$ cat config.mk
export PLATFORM = sky130hd
export DESIGN_NAME = dbg_top
export DESIGN_NICKNAME = d
export VERILOG_FILES = /design/src/hdl/dbg_pkg.sv /design/src/hdl/core_pkg.sv /design/src/hdl/spi_slave.sv /design/src/hdl/dbg_controller.sv /design/src/hdl/mini_core.sv /design/src/hdl/dbg_top.sv
export SDC_FILE = /design/constraint.sdc
export NUM_CORES = 1
export LEC_CHECK = 0
export BUFFER_PORTS_ARGS = -buffer_cell sky130_fd_sc_hd__buf_2
export CORE_AREA = 2 2 150 262
export DETAILED_ROUTE_END_ITERATION = 12
export DIE_AREA = 0 0 152 264
export PLACE_DENSITY = 0.58
export REMOVE_ABC_BUFFERS = 1
export SLEW_MARGIN = 20
export SYNTH_ARGS = -nofsm -noshare
export SYNTH_HDL_FRONTEND = slang
export SYNTH_SLANG_ARGS = --single-unit
$ cat constraint.sdc
create_clock -name clk -period 11.2 [get_ports clk]
set_clock_uncertainty 0.15 [all_clocks]
set_input_delay 1.12 -clock clk [delete_from_list [all_inputs] [get_ports clk]]
set_output_delay 1.12 -clock clk [all_outputs]
set_load 0.01 [all_outputs]
$ cat src/hdl/dbg_pkg.sv
package dbg_pkg;

    // command opcodes as sent by the host in the first byte of a command.
    typedef enum logic [7:0] {
        cmd_nop           = 8'h00,
        cmd_echo          = 8'h01,
        cmd_toggle_led    = 8'h02,
        cmd_enable_clock  = 8'h03,
        cmd_disable_clock = 8'h04,
        cmd_step_clock    = 8'h05,
        cmd_get_pc        = 8'h06,
        cmd_get_reg       = 8'h07
    } dbg_cmd_t;

    // controller states, one per kind of byte the controller expects next.
    typedef enum logic [1:0] {
        st_idle,
        st_echo,
        st_read_reg,
        st_replying
    } dbg_state_t;

    // reply to every simple command and to unknown opcodes.
    localparam logic [7:0] reply_ack = 8'h00;

    // length byte ahead of a word reply, also the number of bytes that follow.
    localparam logic [7:0] reply_len = 8'h08;

endpackage

$ cat src/hdl/core_pkg.sv
package core_pkg;

    // register index width, 32 registers.
    localparam int reg_idx_w = 5;

    localparam int num_regs = 2 ** reg_idx_w;

    typedef enum logic [1:0] {
        op_addi,
        op_add,
        op_jump
    } core_op_t;

    // one ROM entry.
    // addi: rd = rs1 + imm.
    // add:  rd = rs1 + rs2.
    // jump: pc = imm.
    typedef struct packed {
        core_op_t             op;
        logic [reg_idx_w-1:0] rd;
        logic [reg_idx_w-1:0] rs1;
        logic [reg_idx_w-1:0] rs2;
        logic [7:0]           imm;
    } core_insn_t;

endpackage

$ cat src/hdl/spi_slave.sv
`timescale 1ns/1ps

module spi_slave (
    input  logic       clk,
    input  logic       rst,
    input  logic       sclk,
    input  logic       mosi,
    input  logic       ss,
    input  logic [7:0] send_data,
    output logic       miso,
    output logic [7:0] recv_data,
    output logic       recv_ready
);

    // two-flop synchronizers, plus one more stage on sclk for edge detection.
    logic sclk_meta;
    logic sclk_s;
    logic sclk_q;
    logic mosi_meta;
    logic mosi_s;
    logic ss_meta;
    logic ss_s;

    logic sclk_rise;
    logic sclk_fall;

    logic [2:0] bit_cnt;
    logic [6:0] rx_shift;
    logic [6:0] tx_shift;

    always_ff @(posedge clk) begin
        if (rst) begin
            sclk_meta <= 1'b0;
            sclk_s    <= 1'b0;
            sclk_q    <= 1'b0;
            mosi_meta <= 1'b0;
            mosi_s    <= 1'b0;
            ss_meta   <= 1'b1;
            ss_s      <= 1'b1;
        end else begin
            sclk_meta <= sclk;
            sclk_s    <= sclk_meta;
            sclk_q    <= sclk_s;
            mosi_meta <= mosi;
            mosi_s    <= mosi_meta;
            ss_meta   <= ss;
            ss_s      <= ss_meta;
        end
    end

    assign sclk_rise = sclk_s & ~sclk_q;
    assign sclk_fall = ~sclk_s & sclk_q;

    // bit counter, strobe and miso.
    always_ff @(posedge clk) begin
        if (rst) begin
            bit_cnt    <= '0;
            recv_ready <= 1'b0;
            miso       <= 1'b0;
        end else begin
            recv_ready <= 1'b0;
            if (ss_s) begin
                bit_cnt <= '0;
            end else begin
                if (sclk_rise) begin
                    bit_cnt <= bit_cnt + 3'd1;
                    if (bit_cnt == 3'd7) begin
                        recv_ready <= 1'b1;
                    end
                end
                // a falling edge with the count at zero starts the next byte.
                if (sclk_fall) begin
                    if (bit_cnt == 3'd0) begin
                        miso <= send_data[7];
                    end else begin
                        miso <= tx_shift[6];
                    end
                end
            end
        end
    end

    // receive and transmit data paths.
    always_ff @(posedge clk) begin
        if (!ss_s && sclk_rise) begin
            rx_shift <= {rx_shift[5:0], mosi_s};
            if (bit_cnt == 3'd7) begin
                recv_data <= {rx_shift, mosi_s};
            end
        end
        if (!ss_s && sclk_fall) begin
            if (bit_cnt == 3'd0) begin
                tx_shift <= send_data[6:0];
            end else begin
                tx_shift <= {tx_shift[5:0], 1'b0};
            end
        end
    end

endmodule

$ cat src/hdl/dbg_controller.sv
`timescale 1ns/1ps

module dbg_controller
    import dbg_pkg::*;
    import core_pkg::*;
#(
    parameter int xlen = 32
) (
    input  logic                 clk,
    input  logic                 rst,
    input  logic [7:0]           recv_data,
    input  logic                 recv_ready,
    input  logic [xlen-1:0]      reg_pc,
    input  logic [xlen-1:0]      reg_read_data,
    output logic [7:0]           send_data,
    output logic                 led,
    output logic                 core_tick,
    output logic [reg_idx_w-1:0] reg_read_sel
);

    dbg_state_t state;

    logic [63:0] send_buf;
    logic [3:0]  send_cnt;

    // core clock control.
    logic run_en;
    logic step_tgl;
    logic step_tgl_q;

    // the register index byte drives the core read port directly.
    assign reg_read_sel = recv_data[reg_idx_w-1:0];

    // one tick per toggle change, or every cycle while running.
    assign core_tick = run_en | (step_tgl != step_tgl_q);

    always_ff @(posedge clk) begin
        if (rst) begin
            state      <= st_idle;
            send_data  <= reply_ack;
            send_cnt   <= '0;
            led        <= 1'b0;
            run_en     <= 1'b0;
            step_tgl   <= 1'b0;
            step_tgl_q <= 1'b0;
        end else begin
            step_tgl_q <= step_tgl;
            if (recv_ready) begin
                case (state)
                    st_idle: begin
                        send_data <= reply_ack;
                        case (dbg_cmd_t'(recv_data))
                            cmd_nop: begin
                            end
                            cmd_echo: begin
                                send_data <= cmd_echo;
                                state     <= st_echo;
                            end
                            cmd_toggle_led: begin
                                led <= ~led;
                            end
                            cmd_enable_clock: begin
                                run_en <= 1'b1;
                            end
                            cmd_disable_clock: begin
                                run_en <= 1'b0;
                            end
                            cmd_step_clock: begin
                                step_tgl <= ~step_tgl;
                            end
                            cmd_get_pc: begin
                                send_data <= reply_len;
                                send_cnt  <= reply_len[3:0];
                                state     <= st_replying;
                            end
                            cmd_get_reg: begin
                                state <= st_read_reg;
                            end
                            default: begin
                            end
                        endcase
                    end
                    st_echo: begin
                        send_data <= recv_data;
                        state     <= st_idle;
                    end
                    st_read_reg: begin
                        send_data <= reply_len;
                        send_cnt  <= reply_len[3:0];
                        state     <= st_replying;
                    end
                    st_replying: begin
                        send_data <= send_buf[63:56];
                        send_cnt  <= send_cnt - 4'd1;
                        if (send_cnt == 4'd1) begin
                            state <= st_idle;
                        end
                    end
                    default: begin
                        state <= st_idle;
                    end
                endcase
            end
        end
    end

    // word reply buffer, MSB byte first.
    always_ff @(posedge clk) begin
        if (recv_ready) begin
            if (state == st_idle && recv_data == cmd_get_pc) begin
                send_buf <= 64'(reg_pc);
            end else if (state == st_read_reg) begin
                send_buf <= 64'(reg_read_data);
            end else if (state == st_replying) begin
                send_buf <= {send_buf[55:0], 8'h00};
            end
        end
    end

endmodule

$ cat src/hdl/mini_core.sv
`timescale 1ns/1ps

module mini_core
    import core_pkg::*;
#(
    parameter int xlen = 32
) (
    input  logic                 clk,
    input  logic                 rst,
    input  logic                 core_tick,
    input  logic [reg_idx_w-1:0] reg_read_sel,
    output logic [xlen-1:0]      reg_pc,
    output logic [xlen-1:0]      reg_read_data
);

    logic [xlen-1:0] pc;
    logic [xlen-1:0] regs [num_regs];

    core_insn_t      insn;
    logic [xlen-1:0] rs1_val;
    logic [xlen-1:0] rs2_val;
    logic [xlen-1:0] result;

    // fixed program, one entry per word.
    function automatic core_insn_t rom_fetch(input logic [1:0] idx);
        core_insn_t entry;
        entry = '{op_jump, '0, '0, '0, 8'd0};
        case (idx)
            // x1 = x1 + 1.
            2'd0: entry = '{op_addi, 5'd1, 5'd1, 5'd0, 8'd1};
            // x2 = x2 + x1.
            2'd1: entry = '{op_add, 5'd2, 5'd2, 5'd1, 8'd0};
            // x3 = x3 + 3.
            2'd2: entry = '{op_addi, 5'd3, 5'd3, 5'd0, 8'd3};
            // back to the start.
            default: entry = '{op_jump, 5'd0, 5'd0, 5'd0, 8'd0};
        endcase
        return entry;
    endfunction

    assign insn = rom_fetch(pc[3:2]);

    assign rs1_val = (insn.rs1 == '0) ? '0 : regs[insn.rs1];
    assign rs2_val = (insn.rs2 == '0) ? '0 : regs[insn.rs2];

    always_comb begin
        case (insn.op)
            op_addi: result = rs1_val + xlen'(insn.imm);
            op_add:  result = rs1_val + rs2_val;
            default: result = '0;
        endcase
    end

    always_ff @(posedge clk) begin
        if (rst) begin
            pc <= '0;
            for (int i = 0; i < num_regs; i++) begin
                regs[i] <= '0;
            end
        end else if (core_tick) begin
            if (insn.op == op_jump) begin
                pc <= xlen'(insn.imm);
            end else begin
                pc <= pc + xlen'(4);
                // x0 stays zero.
                if (insn.rd != '0) begin
                    regs[insn.rd] <= result;
                end
            end
        end
    end

    // debug read ports.
    assign reg_pc        = pc;
    assign reg_read_data = (reg_read_sel == '0) ? '0 : regs[reg_read_sel];

endmodule

$ cat src/hdl/dbg_top.sv
`timescale 1ns/1ps

module dbg_top
    import core_pkg::*;
#(
    parameter int xlen = 32
) (
    input  logic clk,
    input  logic rst,
    input  logic sclk,
    input  logic mosi,
    input  logic ss,
    output logic miso,
    output logic led
);

    logic [7:0]           send_data;
    logic [7:0]           recv_data;
    logic                 recv_ready;
    logic                 core_tick;
    logic [reg_idx_w-1:0] reg_read_sel;
    logic [xlen-1:0]      reg_pc;
    logic [xlen-1:0]      reg_read_data;

    spi_slave spi_i (
        .clk        (clk),
        .rst        (rst),
        .sclk       (sclk),
        .mosi       (mosi),
        .ss         (ss),
        .send_data  (send_data),
        .miso       (miso),
        .recv_data  (recv_data),
        .recv_ready (recv_ready)
    );

    dbg_controller #(
        .xlen (xlen)
    ) ctrl_i (
        .clk           (clk),
        .rst           (rst),
        .recv_data     (recv_data),
        .recv_ready    (recv_ready),
        .reg_pc        (reg_pc),
        .reg_read_data (reg_read_data),
        .send_data     (send_data),
        .led           (led),
        .core_tick     (core_tick),
        .reg_read_sel  (reg_read_sel)
    );

    mini_core #(
        .xlen (xlen)
    ) core_i (
        .clk           (clk),
        .rst           (rst),
        .core_tick     (core_tick),
        .reg_read_sel  (reg_read_sel),
        .reg_pc        (reg_pc),
        .reg_read_data (reg_read_data)
    );

endmodule

Word-level counts from Yosys, hierarchy flattened
Memory sizes are Yosys's and may differ from the RTL's. A register that Yosys moved wholly into a read port is not among the register bits. Index checks and enable logic that the tools add are counted.

RAM bits: 1024. Memories kept: 1. Bits in latches: 0. Input port bits: 5. Output and inout port bits: 2. Memory bits (read-only): 0. Logic and storage cells: 117. Register bits after elaboration: 148.

Multipliers: 0. Bitwise logic cells: 9. $lt $le $gt $ge: 0. Reductions and logical operators: 27. Muxes and demuxes: 31. Add/sub/neg operators: 5. Shift-type cells: 0. Equality and inequality tests: 20. Divide/modulo/power cells: 0.

Memory list: core_i.regs (words 32, bits a word 32, read ports 3, clocked after memory_dff 1, wr ports 32, line mini_core.sv:17) `logic [xlen-1:0] regs [num_regs];`.

Operators by type and width (count): $mux 32 (7); $pmux 25 s3 (1); $mux 64 (1); $pmux 32 s2 (1); $add 32x3->32 const B (1); $add 32x32->32 (1); $add 32x8->32 (1); $eq 8x3->1 const B (4); $pmux 8 s4 (1); $reduce_or 32->1 (1); $eq 8x2->1 const B (2); $logic_not 5->1 (3); $reduce_and 3->1 (5); $pmux 4 s3 (1); $mux 1 (10); $mux 5 (2); $eq 2x2->1 const B (4); $eq 8x1->1 const B (1); $pmux 2 s4 (1); $pmux 4 s2 (1); $mux 7 (1); $eq 2x1->1 const B (3); $logic_not 2->1 (3); $not 1->1 (6); 23 further kinds (30).

Longest topological paths before layout
Depth in word-level cells: 10. Depth in mapped cells: 17. Depth with buffers taken out: 13.

Modules after synthesis
A second synthesis with hierarchy kept.

Cells, all modules: 1362. Area, all modules: 15167.0 sq um.

Modules (own cells, without submodules): mini_core (cells an instance 976, sequential area each 4484.3 sq um, area each 10187.3 sq um, times used 1); dbg_controller (cells an instance 316, sequential area each 2282.2 sq um, area each 3782.4 sq um, times used 1); spi_slave (cells an instance 70, sequential area each 900.9 sq um, area each 1197.4 sq um, times used 1).

Worst setup path before layout
Ideal clock, no wire load.

Path type: register to register. Start: register core_i.pc[2] (netlist: core_i.reg_pc[2]). End: memory core_i.regs[1][22] (data pin). Setup slack: 6.951 ns. Period minus slack after synthesis: 4.249 ns. Data arrival time: 3.828 ns. Data required time: 10.779 ns. Path buffers: 2. Library setup time: 0.271 ns. Stages on the path, launching flop included: 16. Path through: dfxtp_1 inv_1 ha_1 o21bai_1 buf_2 buf_2 mux4_2 and2_1 ha_1 fa_1 a21o_1 a31o_2 nand3b_1 a21boi_0 nor4_1 nor3_1.

RTL lines: from (decl) (line mini_core.sv:16) `logic [xlen-1:0] pc;`; from (signal assigned) (line mini_core.sv:62) `pc <= xlen'(insn.imm);`; from (signal assigned) (line mini_core.sv:64) `pc <= pc + xlen'(4);`; to (decl) (line mini_core.sv:17).

==> flow_summary.json <==
{
  "maxSlewViolCount": 0,
  "ys.flop_type": "edfxtp_1",
  "critPathKind": "reg -> reg",
  "ys_async_sr_fraction_pct": 0,
  "gp_congestion": 0.940,
  "startpoint": "core_i.reg_pc[2]$_SDFFE_PP0N_",
  "synth_edf_count": 214,
  "syn_avg_cell_area_um2": 11.5,
  "synth_top_area_share_pct": 42.8,
  "design.core.area_um2": 38200,
  "drtIter0Drc": 562,
  "yosysWarnings": 0,
  "grt_max_degree": 65,
  "p_total_uw": 2190,
  "postCtsHoldBufs": 0,
  "ys_seq_area_share_pct": 51.8,
  "area_growth_pct": 10.1,
  "drive_gt1_share_pct": 13.3,
  "grt_pass1_vias": 10500,
  "critPathLaunchType": "register",
  "cts-resized-gates": 0,
  "routedWlPerCell_um": 22.1,
  "vias": 10200,
  "wirelength_um": 40000,
  "ys_types": 76,
  "min_path_type": "reg -> reg",
  "antenna_cells": 0,
  "yosysMostFrequentCell": "edfxtp_1",
  "crit_fanout": 32,
  "ios": 7,
  "cts_tree": "done",
  "grt_usage_pct": 19.6,
  "powerDensity_nw_per_um2": 133,
  "max_freq_mhz": 194,
  "hp-start": "spi_i.ss_meta$_SDFF_PP1_",
  "syn_inst": 1308,
  "arrival_ns": 5.29,
  "cts_setup_buffers": 0,
  "fillCellCount": 3505,
  "dp_hpwl_um": 27500,
  "ant_nets": 0,
  "first_pass_iters": 5,
  "antenna_found_initial": 0,
  "rows": 95,
  "fp.dieH_um": 264,
  "cp-end-kind": "register",
  "final_nets": 1358,
  "syn_area_um2": 15000,
  "root_buffer": "clkbuf_16",
  "synth_area_leaders": "edfxtp_1 (43%), mux4_2 (9.6%), dfxtp_1 (8.9%)",
  "yosysTopAreaCell": "edfxtp_1",
  "status": "complete, no violations",
  "relSlewSlack_pct": 32.7,
  "ys_ff_latch": 281,
  "final_util_pct": 43.3,
  "peakVddDrop_mv": 0.123,
  "grt_pass1_wl_um": 60900,
  "tightest_slew_ns": 0.999,
  "clk_path_buf_depth": 3,
  "r2r-start": "core_i.reg_pc[2]$_SDFFE_PP0N_",
  "required_ns": 11.33,
  "cts_sinks": 281,
  "synth_common_cells": "edfxtp_1 (214), nand2_1 (122), nor2_1 (116), and2_1 (110), dfxtp_1 (67)",
  "io_buffers": 6,
  "grt-ovfl-total": 0,
  "rsz0062_at_grt": "false",
  "finalSetupViolCount": 0,
  "dieArea_um2": 40100,
  "final.setup.tns_ns": 0,
  "r2r_setup_slack_ns": 6.04,
  "cap_viol_max_count": 0,
  "fp.dieW_um": 152,
  "via_per_inst": 5.63,
  "start_util_pct": 39.3,
  "numCtsBuffers": 28,
  "clk_latency_ns": 0.57,
  "finalHoldViolCount": 0,
  "finalCriticalPeriod_ns": 5.16,
  "htreeDepth": 1,
  "p_leak_uw": 0.00585,
  "min_period_over_period_pct": 46.1,
  "drcViolationCount": 0,
  "cts.clk_slew.worst_paths_ns": 0.07
}
[layout by cell type, fill, tap and decap left out, types with 9 or more instances in the layout]
cell type | Yosys | routed
ha_1 | 44 | 43
and2_1 | 110 | 110
nor2_1 | 116 | 116
and3_1 | 15 | 15
a21o_1 | 11 | 11
inv_1 | 22 | 21
o211ai_1 | 9 | 9
nor3_1 | 51 | 51
dfxtp_1 | 67 | 66
nor4_1 | 11 | 11
or3_1 | 9 | 9
clkbuf_16 | 0 | 31
a22oi_1 | 31 | 31
a31oi_1 | 14 | 14
mux4_2 | 64 | 64
o21ai_0 | 28 | 28
edfxtp_1 | 214 | 214
xnor2_1 | 20 | 20
xor2_1 | 16 | 16
a21oi_1 | 58 | 56
nor2b_1 | 10 | 10
mux2_2 | 15 | 15
conb_1 | 1 | 32
nand4_1 | 18 | 18
nand3_1 | 29 | 26
a22o_1 | 9 | 9
buf_4 | 2 | 17
nand2_1 | 122 | 122
[state kept, by name, summed over array words and instances, names as in the netlist, 2 cells and up, named ones only]
register / count
core_i.reg_pc: 32
core_i.regs: 128
ctrl_i.send_buf: 64
ctrl_i.send_cnt: 4
ctrl_i.send_data: 8
ctrl_i.state: 2
spi_i.bit_cnt: 3
spi_i.recv_data: 8
spi_i.rx_shift: 7
spi_i.tx_shift: 7
[critical path: stages, from the launching register on]
cell and delay, ns:
dfxtp_1 0.45, inv_1 0.15, ha_1 0.26, o21bai_4 0.18
buf_4 0.60, mux4_2 0.57, and2_1 0.17, ha_1 0.21
fa_1 0.41, a21o_1 0.20, a31o_2 0.28, nand3b_1 0.29
a21boi_0 0.34, nor4_1 0.49, nor3_1 0.09
[routing by layer]
metal	track usage (%)	vias up	part of all wire [%]
li1	-	4851	-
met1	19.8	5054	35
met2	39.0	213	56
met3	1.77	98	2.9
met4	10.5	0	5.6
met5	0	-	0
[path summary, 6_finish.rpt]
path                                                    endpoint  cells past startpoint
worst min register to register             spi_i.ss_s$_SDFF_PP1_                      1
worst max-delay path            core_i.regs[2][22]$_SDFFCE_PN0P_                     14
worst min-delay path                       spi_i.ss_s$_SDFF_PP1_                      1
worst max register to register  core_i.regs[2][22]$_SDFFCE_PN0P_                     14
[cells by family after synthesis]
logic type,count (synthesis),share of synthesized area (%)
simple gates,523,17.5
fa+ha+maj,45,3.80
buf+inv,106,2.99
flops,281,51.8
xor+xnor,36,2.10
other cells,1,0.0250
mux,86,11.2
compound gates,230,10.6
[final cells by class]
class / count / area, um^2 / share of cell area, %
flip-flops and latches: 281 / 7770 / 47.0
multi-input cells: 952 / 6950 / 42.1
clock buffers: 37 / 808 / 4.89
well taps: 485 / 607 / 3.67
repair buffers: 23 / 158 / 0.954
clock inverters: 15 / 143 / 0.864
inverters: 22 / 82.6 / 0.500
[where the power goes]
group | leakage, uW | total [uW] | switching, uW | internal (uW)
combinational | 0.00278 | 70.8 | 44.3 | 26.6
clock | 0.000454 | 973 | 416 | 556
sequential | 0.00261 | 1150 | 12.8 | 1140
[per-stage QoR]
| stage | setup WS [ns] | hold slack [ns] | std cells | area, um^2 |
|---|---|---|---|---|
| floorplan | 4.69 | 0.239 | 1255 | 14800 |
| finish | 6.04 | 0.258 | 1815 | 16500 |
| CTS | 5.98 | 0.265 | 1815 | 16500 |
| global placement | 6.12 | 0.249 | 1763 | 15600 |
| detailed placement | 6.02 | 0.251 | 1763 | 15600 |
| global route | 5.70 | 0.274 | 1815 | 16500 |
Power figures use the tool's default switching activity.
